## src/logic/rv_pkg.sv

```systemverilog
`default_nettype none

package rv_pkg;

    // major opcodes of the supported RV32I subset.
    typedef enum logic [6:0] {
        opc_lui    = 7'b0110111,
        opc_auipc  = 7'b0010111,
        opc_jal    = 7'b1101111,
        opc_jalr   = 7'b1100111,
        opc_branch = 7'b1100011,
        opc_op_imm = 7'b0010011,
        opc_op     = 7'b0110011
    } opcode_t;

    typedef enum logic [3:0] {
        alu_add,
        alu_sub,
        alu_sll,
        alu_slt,
        alu_sltu,
        alu_xor,
        alu_srl,
        alu_sra,
        alu_or,
        alu_and,
        alu_pass_b  // lui only.
    } alu_op_t;

    typedef enum logic [2:0] {
        br_none,
        br_beq,
        br_bne,
        br_blt,
        br_bge,
        br_bltu,
        br_bgeu
    } branch_op_t;

    // r-type field layout. the other formats reuse these bit positions.
    typedef struct packed {
        logic [6:0] funct7;
        logic [4:0] rs2;
        logic [4:0] rs1;
        logic [2:0] funct3;
        logic [4:0] rd;
        opcode_t    opcode;
    } instr_t;

endpackage

`default_nettype wire

```

## src/logic/core_pkg.sv

```systemverilog
`default_nettype none

package core_pkg;

    typedef struct packed {
        logic        cyc;
        logic        stb;
        logic        we;   // instruction port never writes.
        logic [31:0] adr;
    } wb_request_t;

    typedef struct packed {
        logic        ack;
        logic [31:0] dat;
    } wb_response_t;

    typedef struct packed {
        logic        valid;
        logic [31:0] pc;
        logic [31:0] instr;
    } fetch_out_t;

    typedef struct packed {
        logic                 valid;
        logic [31:0]          pc;
        logic [31:0]          operand_a;
        logic [31:0]          operand_b;  // holds rs1 for jalr.
        logic [31:0]          rs2_data;
        logic [4:0]           rd;
        rv_pkg::alu_op_t      alu_op;
        rv_pkg::branch_op_t   branch_op;
        logic                 is_jal;
        logic                 is_jalr;
        logic                 writes_rd;
        logic                 illegal;
        logic [31:0]          imm;
    } decode_out_t;

    typedef struct packed {
        logic        valid;
        logic [31:0] target;
    } redirect_t;

    typedef struct packed {
        logic        valid;
        logic [4:0]  rd;
        logic [31:0] data;
    } write_t;

    typedef struct packed {
        logic        valid;
        logic [31:0] pc;
        logic [4:0]  rd;
        logic [31:0] data;
        logic        wrote;
        logic        illegal;
    } retire_t;

    typedef enum logic [1:0] {
        fetch_idle,
        fetch_busy,
        fetch_discard
    } fetch_state_t;

endpackage

`default_nettype wire

```

## src/logic/decode_stage.sv

```systemverilog
`timescale 1ns/1ps
`default_nettype none

module decode_stage (
    input  logic                  clock,
    input  logic                  reset,
    input  core_pkg::fetch_out_t  fetch_out,
    input  core_pkg::redirect_t   redirect,
    input  logic [31:0]           rs1_data,
    input  logic [31:0]           rs2_data,
    output logic [4:0]            rs1_addr,
    output logic [4:0]            rs2_addr,
    output core_pkg::decode_out_t decode_out
);
    import rv_pkg::*;
    import core_pkg::*;

    instr_t      fields;
    logic [31:0] imm_i;
    logic [31:0] imm_u;
    logic [31:0] imm_b;
    logic [31:0] imm_j;
    logic        reg_op;
    logic        alt_funct;
    logic        legal;
    decode_out_t next;

    assign fields = instr_t'(fetch_out.instr);
    assign rs1_addr = fields.rs1;
    assign rs2_addr = fields.rs2;

    assign imm_i = {{20{fetch_out.instr[31]}}, fetch_out.instr[31:20]};
    assign imm_u = {fetch_out.instr[31:12], 12'b0};
    assign imm_b = {{20{fetch_out.instr[31]}}, fetch_out.instr[7], fetch_out.instr[30:25],
                    fetch_out.instr[11:8], 1'b0};
    assign imm_j = {{12{fetch_out.instr[31]}}, fetch_out.instr[19:12], fetch_out.instr[20],
                    fetch_out.instr[30:21], 1'b0};

    assign reg_op = (fields.opcode == opc_op);
    // sub and sra are the only encodings with funct7 set to 0100000.
    assign alt_funct = (reg_op && fields.funct3 == 3'b000) || fields.funct3 == 3'b101;

    always_comb begin
        next = '0;
        next.valid = fetch_out.valid;
        next.pc = fetch_out.pc;
        next.rd = fields.rd;
        next.rs2_data = rs2_data;
        next.operand_a = rs1_data;
        next.operand_b = rs2_data;
        next.alu_op = alu_add;
        next.branch_op = br_none;
        legal = 1'b1;
        case (fields.opcode)
            opc_lui: begin
                next.operand_a = '0;
                next.operand_b = imm_u;
                next.imm = imm_u;
                next.alu_op = alu_pass_b;
            end
            opc_auipc: begin
                next.operand_a = fetch_out.pc;
                next.operand_b = imm_u;
                next.imm = imm_u;
            end
            opc_jal: begin
                next.operand_a = fetch_out.pc;
                next.operand_b = imm_j;
                next.imm = imm_j;
                next.is_jal = 1'b1;
            end
            opc_jalr: begin
                next.operand_a = fetch_out.pc;
                next.operand_b = rs1_data;  // base of the jump target.
                next.imm = imm_i;
                next.is_jalr = 1'b1;
                legal = (fields.funct3 == 3'b000);
            end
            opc_branch: begin
                next.imm = imm_b;
                case (fields.funct3)
                    3'b000: next.branch_op = br_beq;
                    3'b001: next.branch_op = br_bne;
                    3'b100: next.branch_op = br_blt;
                    3'b101: next.branch_op = br_bge;
                    3'b110: next.branch_op = br_bltu;
                    3'b111: next.branch_op = br_bgeu;
                    default: legal = 1'b0;
                endcase
            end
            opc_op_imm, opc_op: begin
                if (!reg_op) begin
                    next.operand_b = imm_i;
                    next.imm = imm_i;
                end
                case (fields.funct3)
                    3'b000: next.alu_op = (reg_op && fields.funct7[5]) ? alu_sub : alu_add;
                    3'b001: next.alu_op = alu_sll;
                    3'b010: next.alu_op = alu_slt;
                    3'b011: next.alu_op = alu_sltu;
                    3'b100: next.alu_op = alu_xor;
                    3'b101: next.alu_op = fields.funct7[5] ? alu_sra : alu_srl;
                    3'b110: next.alu_op = alu_or;
                    3'b111: next.alu_op = alu_and;
                endcase
                if (reg_op || fields.funct3 == 3'b001 || fields.funct3 == 3'b101) begin
                    legal = (fields.funct7 == 7'b0000000) ||
                            (alt_funct && fields.funct7 == 7'b0100000);
                end
            end
            default: legal = 1'b0;
        endcase
        next.illegal = ~legal;
        next.writes_rd = legal && fields.opcode != opc_branch && fields.rd != 5'd0;
    end

    always_ff @(posedge clock) begin
        decode_out <= next;
        if (reset == 1'b0 || redirect.valid) begin
            decode_out.valid <= 1'b0;  // wrong-path word in fetch_out is dropped here.
        end
    end

endmodule

`default_nettype wire

```

## src/logic/execute_stage.sv

```systemverilog
`timescale 1ns/1ps
`default_nettype none

module execute_stage (
    input  core_pkg::decode_out_t decode_out,
    output core_pkg::redirect_t   redirect,
    output core_pkg::write_t      write
);
    import rv_pkg::*;
    import core_pkg::*;

    logic [31:0] op_a;
    logic [31:0] op_b;
    logic [4:0]  shamt;
    logic [31:0] alu_result;
    logic [31:0] link;
    logic [31:0] target_sum;
    logic        taken;
    logic        jump;

    assign op_a = decode_out.operand_a;
    assign op_b = decode_out.operand_b;
    assign shamt = op_b[4:0];

    always_comb begin
        case (decode_out.alu_op)
            alu_add: alu_result = op_a + op_b;
            alu_sub: alu_result = op_a - op_b;
            alu_sll: alu_result = op_a << shamt;
            alu_slt: alu_result = {31'b0, $signed(op_a) < $signed(op_b)};
            alu_sltu: alu_result = {31'b0, op_a < op_b};
            alu_xor: alu_result = op_a ^ op_b;
            alu_srl: alu_result = op_a >> shamt;
            alu_sra: alu_result = $unsigned($signed(op_a) >>> shamt);
            alu_or: alu_result = op_a | op_b;
            alu_and: alu_result = op_a & op_b;
            default: alu_result = op_b;
        endcase
    end

    // branches compare rs1 against rs2, never against the immediate.
    always_comb begin
        case (decode_out.branch_op)
            br_beq: taken = (op_a == decode_out.rs2_data);
            br_bne: taken = (op_a != decode_out.rs2_data);
            br_blt: taken = ($signed(op_a) < $signed(decode_out.rs2_data));
            br_bge: taken = ($signed(op_a) >= $signed(decode_out.rs2_data));
            br_bltu: taken = (op_a < decode_out.rs2_data);
            br_bgeu: taken = (op_a >= decode_out.rs2_data);
            default: taken = 1'b0;
        endcase
    end

    assign jump = decode_out.is_jal | decode_out.is_jalr;
    assign link = decode_out.pc + 32'd4;
    assign target_sum = (decode_out.is_jalr ? op_b : decode_out.pc) + decode_out.imm;

    assign redirect.valid = decode_out.valid & (jump | taken);
    assign redirect.target = {target_sum[31:1], target_sum[0] & ~decode_out.is_jalr};

    assign write.valid = decode_out.valid & decode_out.writes_rd;
    assign write.rd = decode_out.rd;
    assign write.data = jump ? link : alu_result;

endmodule

`default_nettype wire

```

## src/logic/fetch_stage.sv

```systemverilog
`timescale 1ns/1ps
`default_nettype none

module fetch_stage #(
    parameter logic [31:0] reset_address = 32'h0000_0000
) (
    input  logic                  clock,
    input  logic                  reset,
    input  core_pkg::wb_response_t wb_response,
    input  core_pkg::redirect_t   redirect,
    output core_pkg::wb_request_t wb_request,
    output core_pkg::fetch_out_t  fetch_out
);
    import core_pkg::*;

    fetch_state_t state;
    logic [31:0]  pc;      // address of the request on the bus.
    logic [31:0]  target;  // where to go once the discarded word has arrived.
    logic         accept;

    // the cycle stays open in busy and discard, so adr only moves after an ack.
    assign wb_request.cyc = (state != fetch_idle);
    assign wb_request.stb = (state != fetch_idle);
    assign wb_request.we = 1'b0;
    assign wb_request.adr = pc;
    assign accept = wb_request.stb & wb_response.ack;

    always_ff @(posedge clock) begin
        if (reset == 1'b0) begin
            state <= fetch_idle;
            pc <= reset_address;
            fetch_out.valid <= 1'b0;
        end else begin
            fetch_out.valid <= 1'b0;
            case (state)
                fetch_idle: begin
                    state <= fetch_busy;
                end
                fetch_busy: begin
                    if (redirect.valid) begin
                        if (accept) begin
                            pc <= redirect.target;  // the word just acked is wrong path.
                        end else begin
                            target <= redirect.target;
                            state <= fetch_discard;
                        end
                    end else if (accept) begin
                        fetch_out.valid <= 1'b1;
                        fetch_out.pc <= pc;
                        fetch_out.instr <= wb_response.dat;
                        pc <= pc + 32'd4;
                    end
                end
                fetch_discard: begin
                    if (accept) begin
                        pc <= target;
                        state <= fetch_busy;
                    end
                end
                default: begin
                    state <= fetch_idle;
                end
            endcase
        end
    end

endmodule

`default_nettype wire

```

## src/logic/result_stage.sv

```systemverilog
`timescale 1ns/1ps
`default_nettype none

module result_stage (
    input  logic                  clock,
    input  logic                  reset,
    input  core_pkg::write_t      write,
    input  core_pkg::decode_out_t decode_out,
    input  logic [4:0]            rs1_addr,
    input  logic [4:0]            rs2_addr,
    output logic [31:0]           rs1_data,
    output logic [31:0]           rs2_data,
    output core_pkg::retire_t     retire
);
    import core_pkg::*;

    logic [31:0] regs [1:31];  // x0 has no storage.

    // a write in this cycle is visible to decode at once.
    function automatic logic [31:0] read_port(input logic [4:0] addr, input logic [31:0] stored,
                                              input write_t wr);
        if (addr == 5'd0) begin
            return '0;
        end else if (wr.valid && wr.rd == addr) begin
            return wr.data;
        end
        return stored;
    endfunction

    assign rs1_data = read_port(rs1_addr, regs[rs1_addr], write);
    assign rs2_data = read_port(rs2_addr, regs[rs2_addr], write);

    always_ff @(posedge clock) begin
        if (write.valid && write.rd != 5'd0) begin
            regs[write.rd] <= write.data;
        end
    end

    always_ff @(posedge clock) begin
        retire.pc <= decode_out.pc;
        retire.illegal <= decode_out.illegal;
        retire.rd <= write.rd;
        retire.data <= write.data;
        retire.wrote <= write.valid;
        if (reset == 1'b0) begin
            retire.valid <= 1'b0;
        end else begin
            retire.valid <= decode_out.valid;
        end
    end

endmodule

`default_nettype wire

```

## src/logic/rv_core.sv

```systemverilog
`timescale 1ns/1ps
`default_nettype none

module rv_core #(
    parameter logic [31:0] reset_address = 32'h0000_0000
) (
    input  logic                   clock,
    input  logic                   reset,
    input  core_pkg::wb_response_t wb_response,
    output core_pkg::wb_request_t  wb_request,
    output core_pkg::retire_t      retire
);
    import core_pkg::*;

    fetch_out_t  fetch_out;
    decode_out_t decode_out;
    redirect_t   redirect;
    write_t      write;
    logic [4:0]  rs1_addr;
    logic [4:0]  rs2_addr;
    logic [31:0] rs1_data;
    logic [31:0] rs2_data;

    fetch_stage #(
        .reset_address(reset_address)
    ) i_fetch_stage (
        .clock(clock),
        .reset(reset),
        .wb_response(wb_response),
        .redirect(redirect),
        .wb_request(wb_request),
        .fetch_out(fetch_out)
    );

    decode_stage i_decode_stage (
        .clock(clock),
        .reset(reset),
        .fetch_out(fetch_out),
        .redirect(redirect),
        .rs1_data(rs1_data),
        .rs2_data(rs2_data),
        .rs1_addr(rs1_addr),
        .rs2_addr(rs2_addr),
        .decode_out(decode_out)
    );

    execute_stage i_execute_stage (
        .decode_out(decode_out),
        .redirect(redirect),
        .write(write)
    );

    result_stage i_result_stage (
        .clock(clock),
        .reset(reset),
        .write(write),
        .decode_out(decode_out),
        .rs1_addr(rs1_addr),
        .rs2_addr(rs2_addr),
        .rs1_data(rs1_data),
        .rs2_data(rs2_data),
        .retire(retire)
    );

endmodule

`default_nettype wire

```

## config.mk

```make
export PLATFORM = sky130hd
export DESIGN_NAME = rv_core
export DESIGN_NICKNAME = d
export VERILOG_FILES = /design/src/logic/rv_pkg.sv /design/src/logic/core_pkg.sv /design/src/logic/decode_stage.sv /design/src/logic/execute_stage.sv /design/src/logic/fetch_stage.sv /design/src/logic/result_stage.sv /design/src/logic/rv_core.sv
export SDC_FILE = /design/constraint.sdc
export NUM_CORES = 2
export LEC_CHECK = 0
export BUFFER_PORTS_ARGS = -buffer_cell sky130_fd_sc_hd__clkbuf_2
export CORE_ASPECT_RATIO = 1.75
export CORE_MARGIN = 2
export CORE_UTILIZATION = 47
export DETAILED_ROUTE_END_ITERATION = 12
export PLACE_DENSITY = 0.65
export SYNTH_ARGS = -nofsm -noshare
export SYNTH_HDL_FRONTEND = slang
export SYNTH_SLANG_ARGS = --single-unit
```

## constraint.sdc

```tcl
create_clock -name clock -period 7.9 [get_ports clock]
set_clock_uncertainty 0.05 [all_clocks]
set_input_delay 1.185 -clock clock [delete_from_list [all_inputs] [get_ports clock]]
set_output_delay 1.185 -clock clock [all_outputs]
set_load 0.01 [all_outputs]
```

==> results.tsv <==
metric	value	unit
r2r-end	i_result_stage.regs[16][14]	
worstRegToRegCells	12	
use_met1	40.2	%
timing.slew.headroom	-8.39	%
synth.yosys.seq_area_share	52.8	%
async_flop_share	0	%
antenna_found_initial	33	
numCtsBuffers	138	
worstSetupEndpointType	flop	
synthFlopType	sky130_fd_sc_hd__edfxtp_1	
cts_setup_buffers	0	
worst_ir_drop_vdd	0.183	mV
leakage	28.5	nW
whs_endpoint	i_result_stage.retire[0]	
postCtsResizedCells	0	
mux_share_of_post_synthesis_cell_area	22.4	%
placementRows	191	
cts_tree	built	
regToRegSetupSlack	1.81	ns
layout_min_cycle_time	6.09	ns
fmax	164	MHz
area.growth.synth_to_final	11.2	%
yosys-top-cells-count	sky130_fd_sc_hd__edfxtp_1 (1088), sky130_fd_sc_hd__mux4_2 (599), sky130_fd_sc_hd__nor2_1 (356), sky130_fd_sc_hd__dfxtp_1 (294), sky130_fd_sc_hd__nand2_1 (291)	
clk_pin_slew_worst_setup_hold_paths	0.07	ns
finish.cell_count_without_fillers	7495	
grt_util_met2	62.8	%
yosys.area.top_type	sky130_fd_sc_hd__edfxtp_1	
fp.dieW	302	um
max_cap_viol_count	3	
place_hpwl	203	mm
timing.hold.worst.start	i_decode_stage.decode_out[32]	
post-route-period-util	77.1	%
drcViolationCount	0	
clock_path_buffers	4	
crit_path_max_fanout	53	
grt_use_met3	9.54	%
cp-start-kind	flop	
fillerInstances	12800	
globalRouteOverflowTotal	0	
synthSimpleGateAreaFrac	7.01	%
coreArea	0.155	mm^2
drt-vias-per-instance	7.09	
final_core_utilization	52.5	%
outcome	finished, violations left	
ys_top_cells_by_area	sky130_fd_sc_hd__edfxtp_1 (45%), sky130_fd_sc_hd__mux4_2 (18%), sky130_fd_sc_hd__dfxtp_1 (8.1%)	
postRouteWirelength	305	mm
worstPathCellList	buf_4 > inv_1 > ha_1 > nand2_1 > o21ai_0 > mux4_1 > o2bb2ai_1 > o21ai_0 > a221oi_1 > a311oi_1 > buf_4 > inv_1	
synth-xor-area-share	1.06	%
initial_core_util	47.2	%
cpMaxStageDelayCell	sky130_fd_sc_hd__o21ai_0	
clock_tree.root_cell	sky130_fd_sc_hd__clkbuf_16	
grt_pass1_wl	419	mm
drt.antenna.violating_nets	0	
avgSynthCellArea	13.9	um^2
report.final.hold_viol_count	0	
cell_with_the_most_instances_after_synthesis	sky130_fd_sc_hd__edfxtp_1	
die-area	0.159	mm^2
report.final.slew_viol_count	6	
finalNetCount	5570	
route.detailed.wl_per_inst	40.7	um
floorplan.die.height	525	um
ctsHoldBuffers	0	
synth-warning-count	0	
totalNegativeSetupSlack	0	ns
vias	53200	
final_layout_size_suffix_gt1_share	24.6	%
dominant_combinational_cell_family_by_area_after_synthesis	multiplexers	
netlist.area_leader.share	44.7	%
cts_sinks	1382	
share_of_the_synthesized_area_in_compound_gates_ao_oa_aoi_oai	10.4	%
grt_setup_unrepaired	false	
post_synth_num_cell_types	106	
cp.required	8.25	ns
violations	capacitance limit, slew limit	
synth.cell_area	0.0730	mm^2
pin_count_of_the_biggest_net_entering_global_routing	107	
global_route.usage.total	38.5	%
via_count_of_the_first_global_routing_pass	52900	
number_of_instances_in_the_synthesized_netlist	5266	
timing.rr.start	i_decode_stage.decode_out[80]	
critical_path.max_stage_delay	1.02	ns
total_nets_after_synthesis	5474	
post_synthesis_adder_cell_area_fraction	3.00	%
min-delay-path-class	reg -> reg	
clk-insertion-delay-late	0.83	ns
register_bit_total_from_synthesis	1382	
grt.busiest_layer	met2	
setup.worst_path.class	reg -> reg	
detailedRoute.firstPassIterationCount	7	
ios	142	
dpl.cell_count	7242	
finalSetupViolCount	0	
worstPathArrival	6.44	ns
power_density	208	mW/mm^2
synth_edf_count	1088	
worst-slew-pin-transition	1.58	ns
place.gp.congestion	1.09	
io_buffers	140	
first_iter_violations	6586	
worst_hold_path.num_cells	0	
final_total_pwr	16.9	mW
cts_max_level	4	
==> cell usage in the layout (no fill, tap or decap), drive strengths merged, types with 187 or more instances in the layout <==
cell	instances
inv	187
clkbuf	318
edfxtp	1088
nand2	292
nor2	357
a211oi	209
dfxtp	294
mux2i	188
mux4	614
a21oi	255
buf	204
==> metal layers <==
layer | wire, um | part of all wire, %
met1 | 93600 | 31
met2 | 148000 | 48
met3 | 27100 | 8.9
met4 | 36000 | 12
met5 | 191 | 0.063
==> worst max-delay path: cells and delay by family (launching register included) <==
kind,cells,cell delay [ns]
adders and majority gates,1,0.40
muxes,1,0.60
buffers and inverters,4,1.81
AOI/OAI and AO/OA,5,1.87
and+or+nand+nor,1,0.09
DFF,1,0.79
==> per-stage QoR <==
stage | area (um^2) | hold WS (ns) | setup slack (ns)
after global placement | 76600 | 0.277 | 2.06
after global routing | 81100 | 0.307 | 1.60
after CTS | 81000 | 0.305 | 1.99
after detailed placement | 76700 | 0.286 | 2.04
after floorplan | 73000 | 0.260 | 2.48
final | 81200 | 0.301 | 1.81
==> layout make-up <==
cell class / instances / area, um^2 / area share [%]
sequential: 1382 / 38600 / 47.6
multi-input combinational: 3314 / 32600 / 40.1
clock buffer: 177 / 3790 / 4.66
tap: 2026 / 2530 / 3.12
timing repair buffer: 345 / 2410 / 2.96
inverter: 181 / 679 / 0.837
clock inverter: 58 / 569 / 0.701
antenna: 12 / 30.0 / 0.0370
==> state kept, by name, summed over array words and instances, names as in the netlist, named ones only <==
name and flops:
i_fetch_stage.pc 32, i_fetch_stage.fetch_out 65, i_decode_stage.decode_out 177, i_fetch_stage.state 2, i_result_stage.retire 72, i_result_stage.regs 992
i_fetch_stage.target 32
==> power breakdown <==
| group | internal, mW | switching [mW] | total, mW |
|---|---|---|---|
| combinational | 0.625 | 1.41 | 2.03 |
| clock | 3.72 | 2.86 | 6.57 |
| sequential | 8.16 | 0.130 | 8.29 |
| total | 12.5 | 4.39 | 16.9 |
==> logic make-up (layout without fill, tap and decap cells) <==
| logic type | after synthesis | in the layout |
|---|---|---|
| DFF | 1382 | 1382 |
| AOI/OAI and AO/OA | 1105 | 1105 |
| and+or+nand+nor | 1097 | 1097 |
| muxes | 850 | 850 |
| buffers and inverters | 570 | 761 |
| adders and majority gates | 173 | 173 |
| xor gates and xnor gates | 88 | 88 |
| other | 1 | 13 |
==> worst max path at each step <==
| stage | cells past startpoint | startpoint | to |
|---|---|---|---|
| 2_1_floorplan | 19 | i_decode_stage.decode_out[82] | i_decode_stage.decode_out[98] |
| 3_3_place_gp | 12 | i_decode_stage.decode_out[80] | i_result_stage.regs[10][14] |
| 3_5_place_dp | 12 | i_decode_stage.decode_out[80] | i_result_stage.regs[24][14] |
| 4_1_cts | 12 | i_decode_stage.decode_out[80] | i_result_stage.regs[28][14] |
| 5_1_grt | 14 | i_decode_stage.decode_out[82] | i_decode_stage.decode_out[106] |
| 6_report | 12 | i_decode_stage.decode_out[80] | i_result_stage.regs[16][14] |
Power figures use the tool's default switching activity.
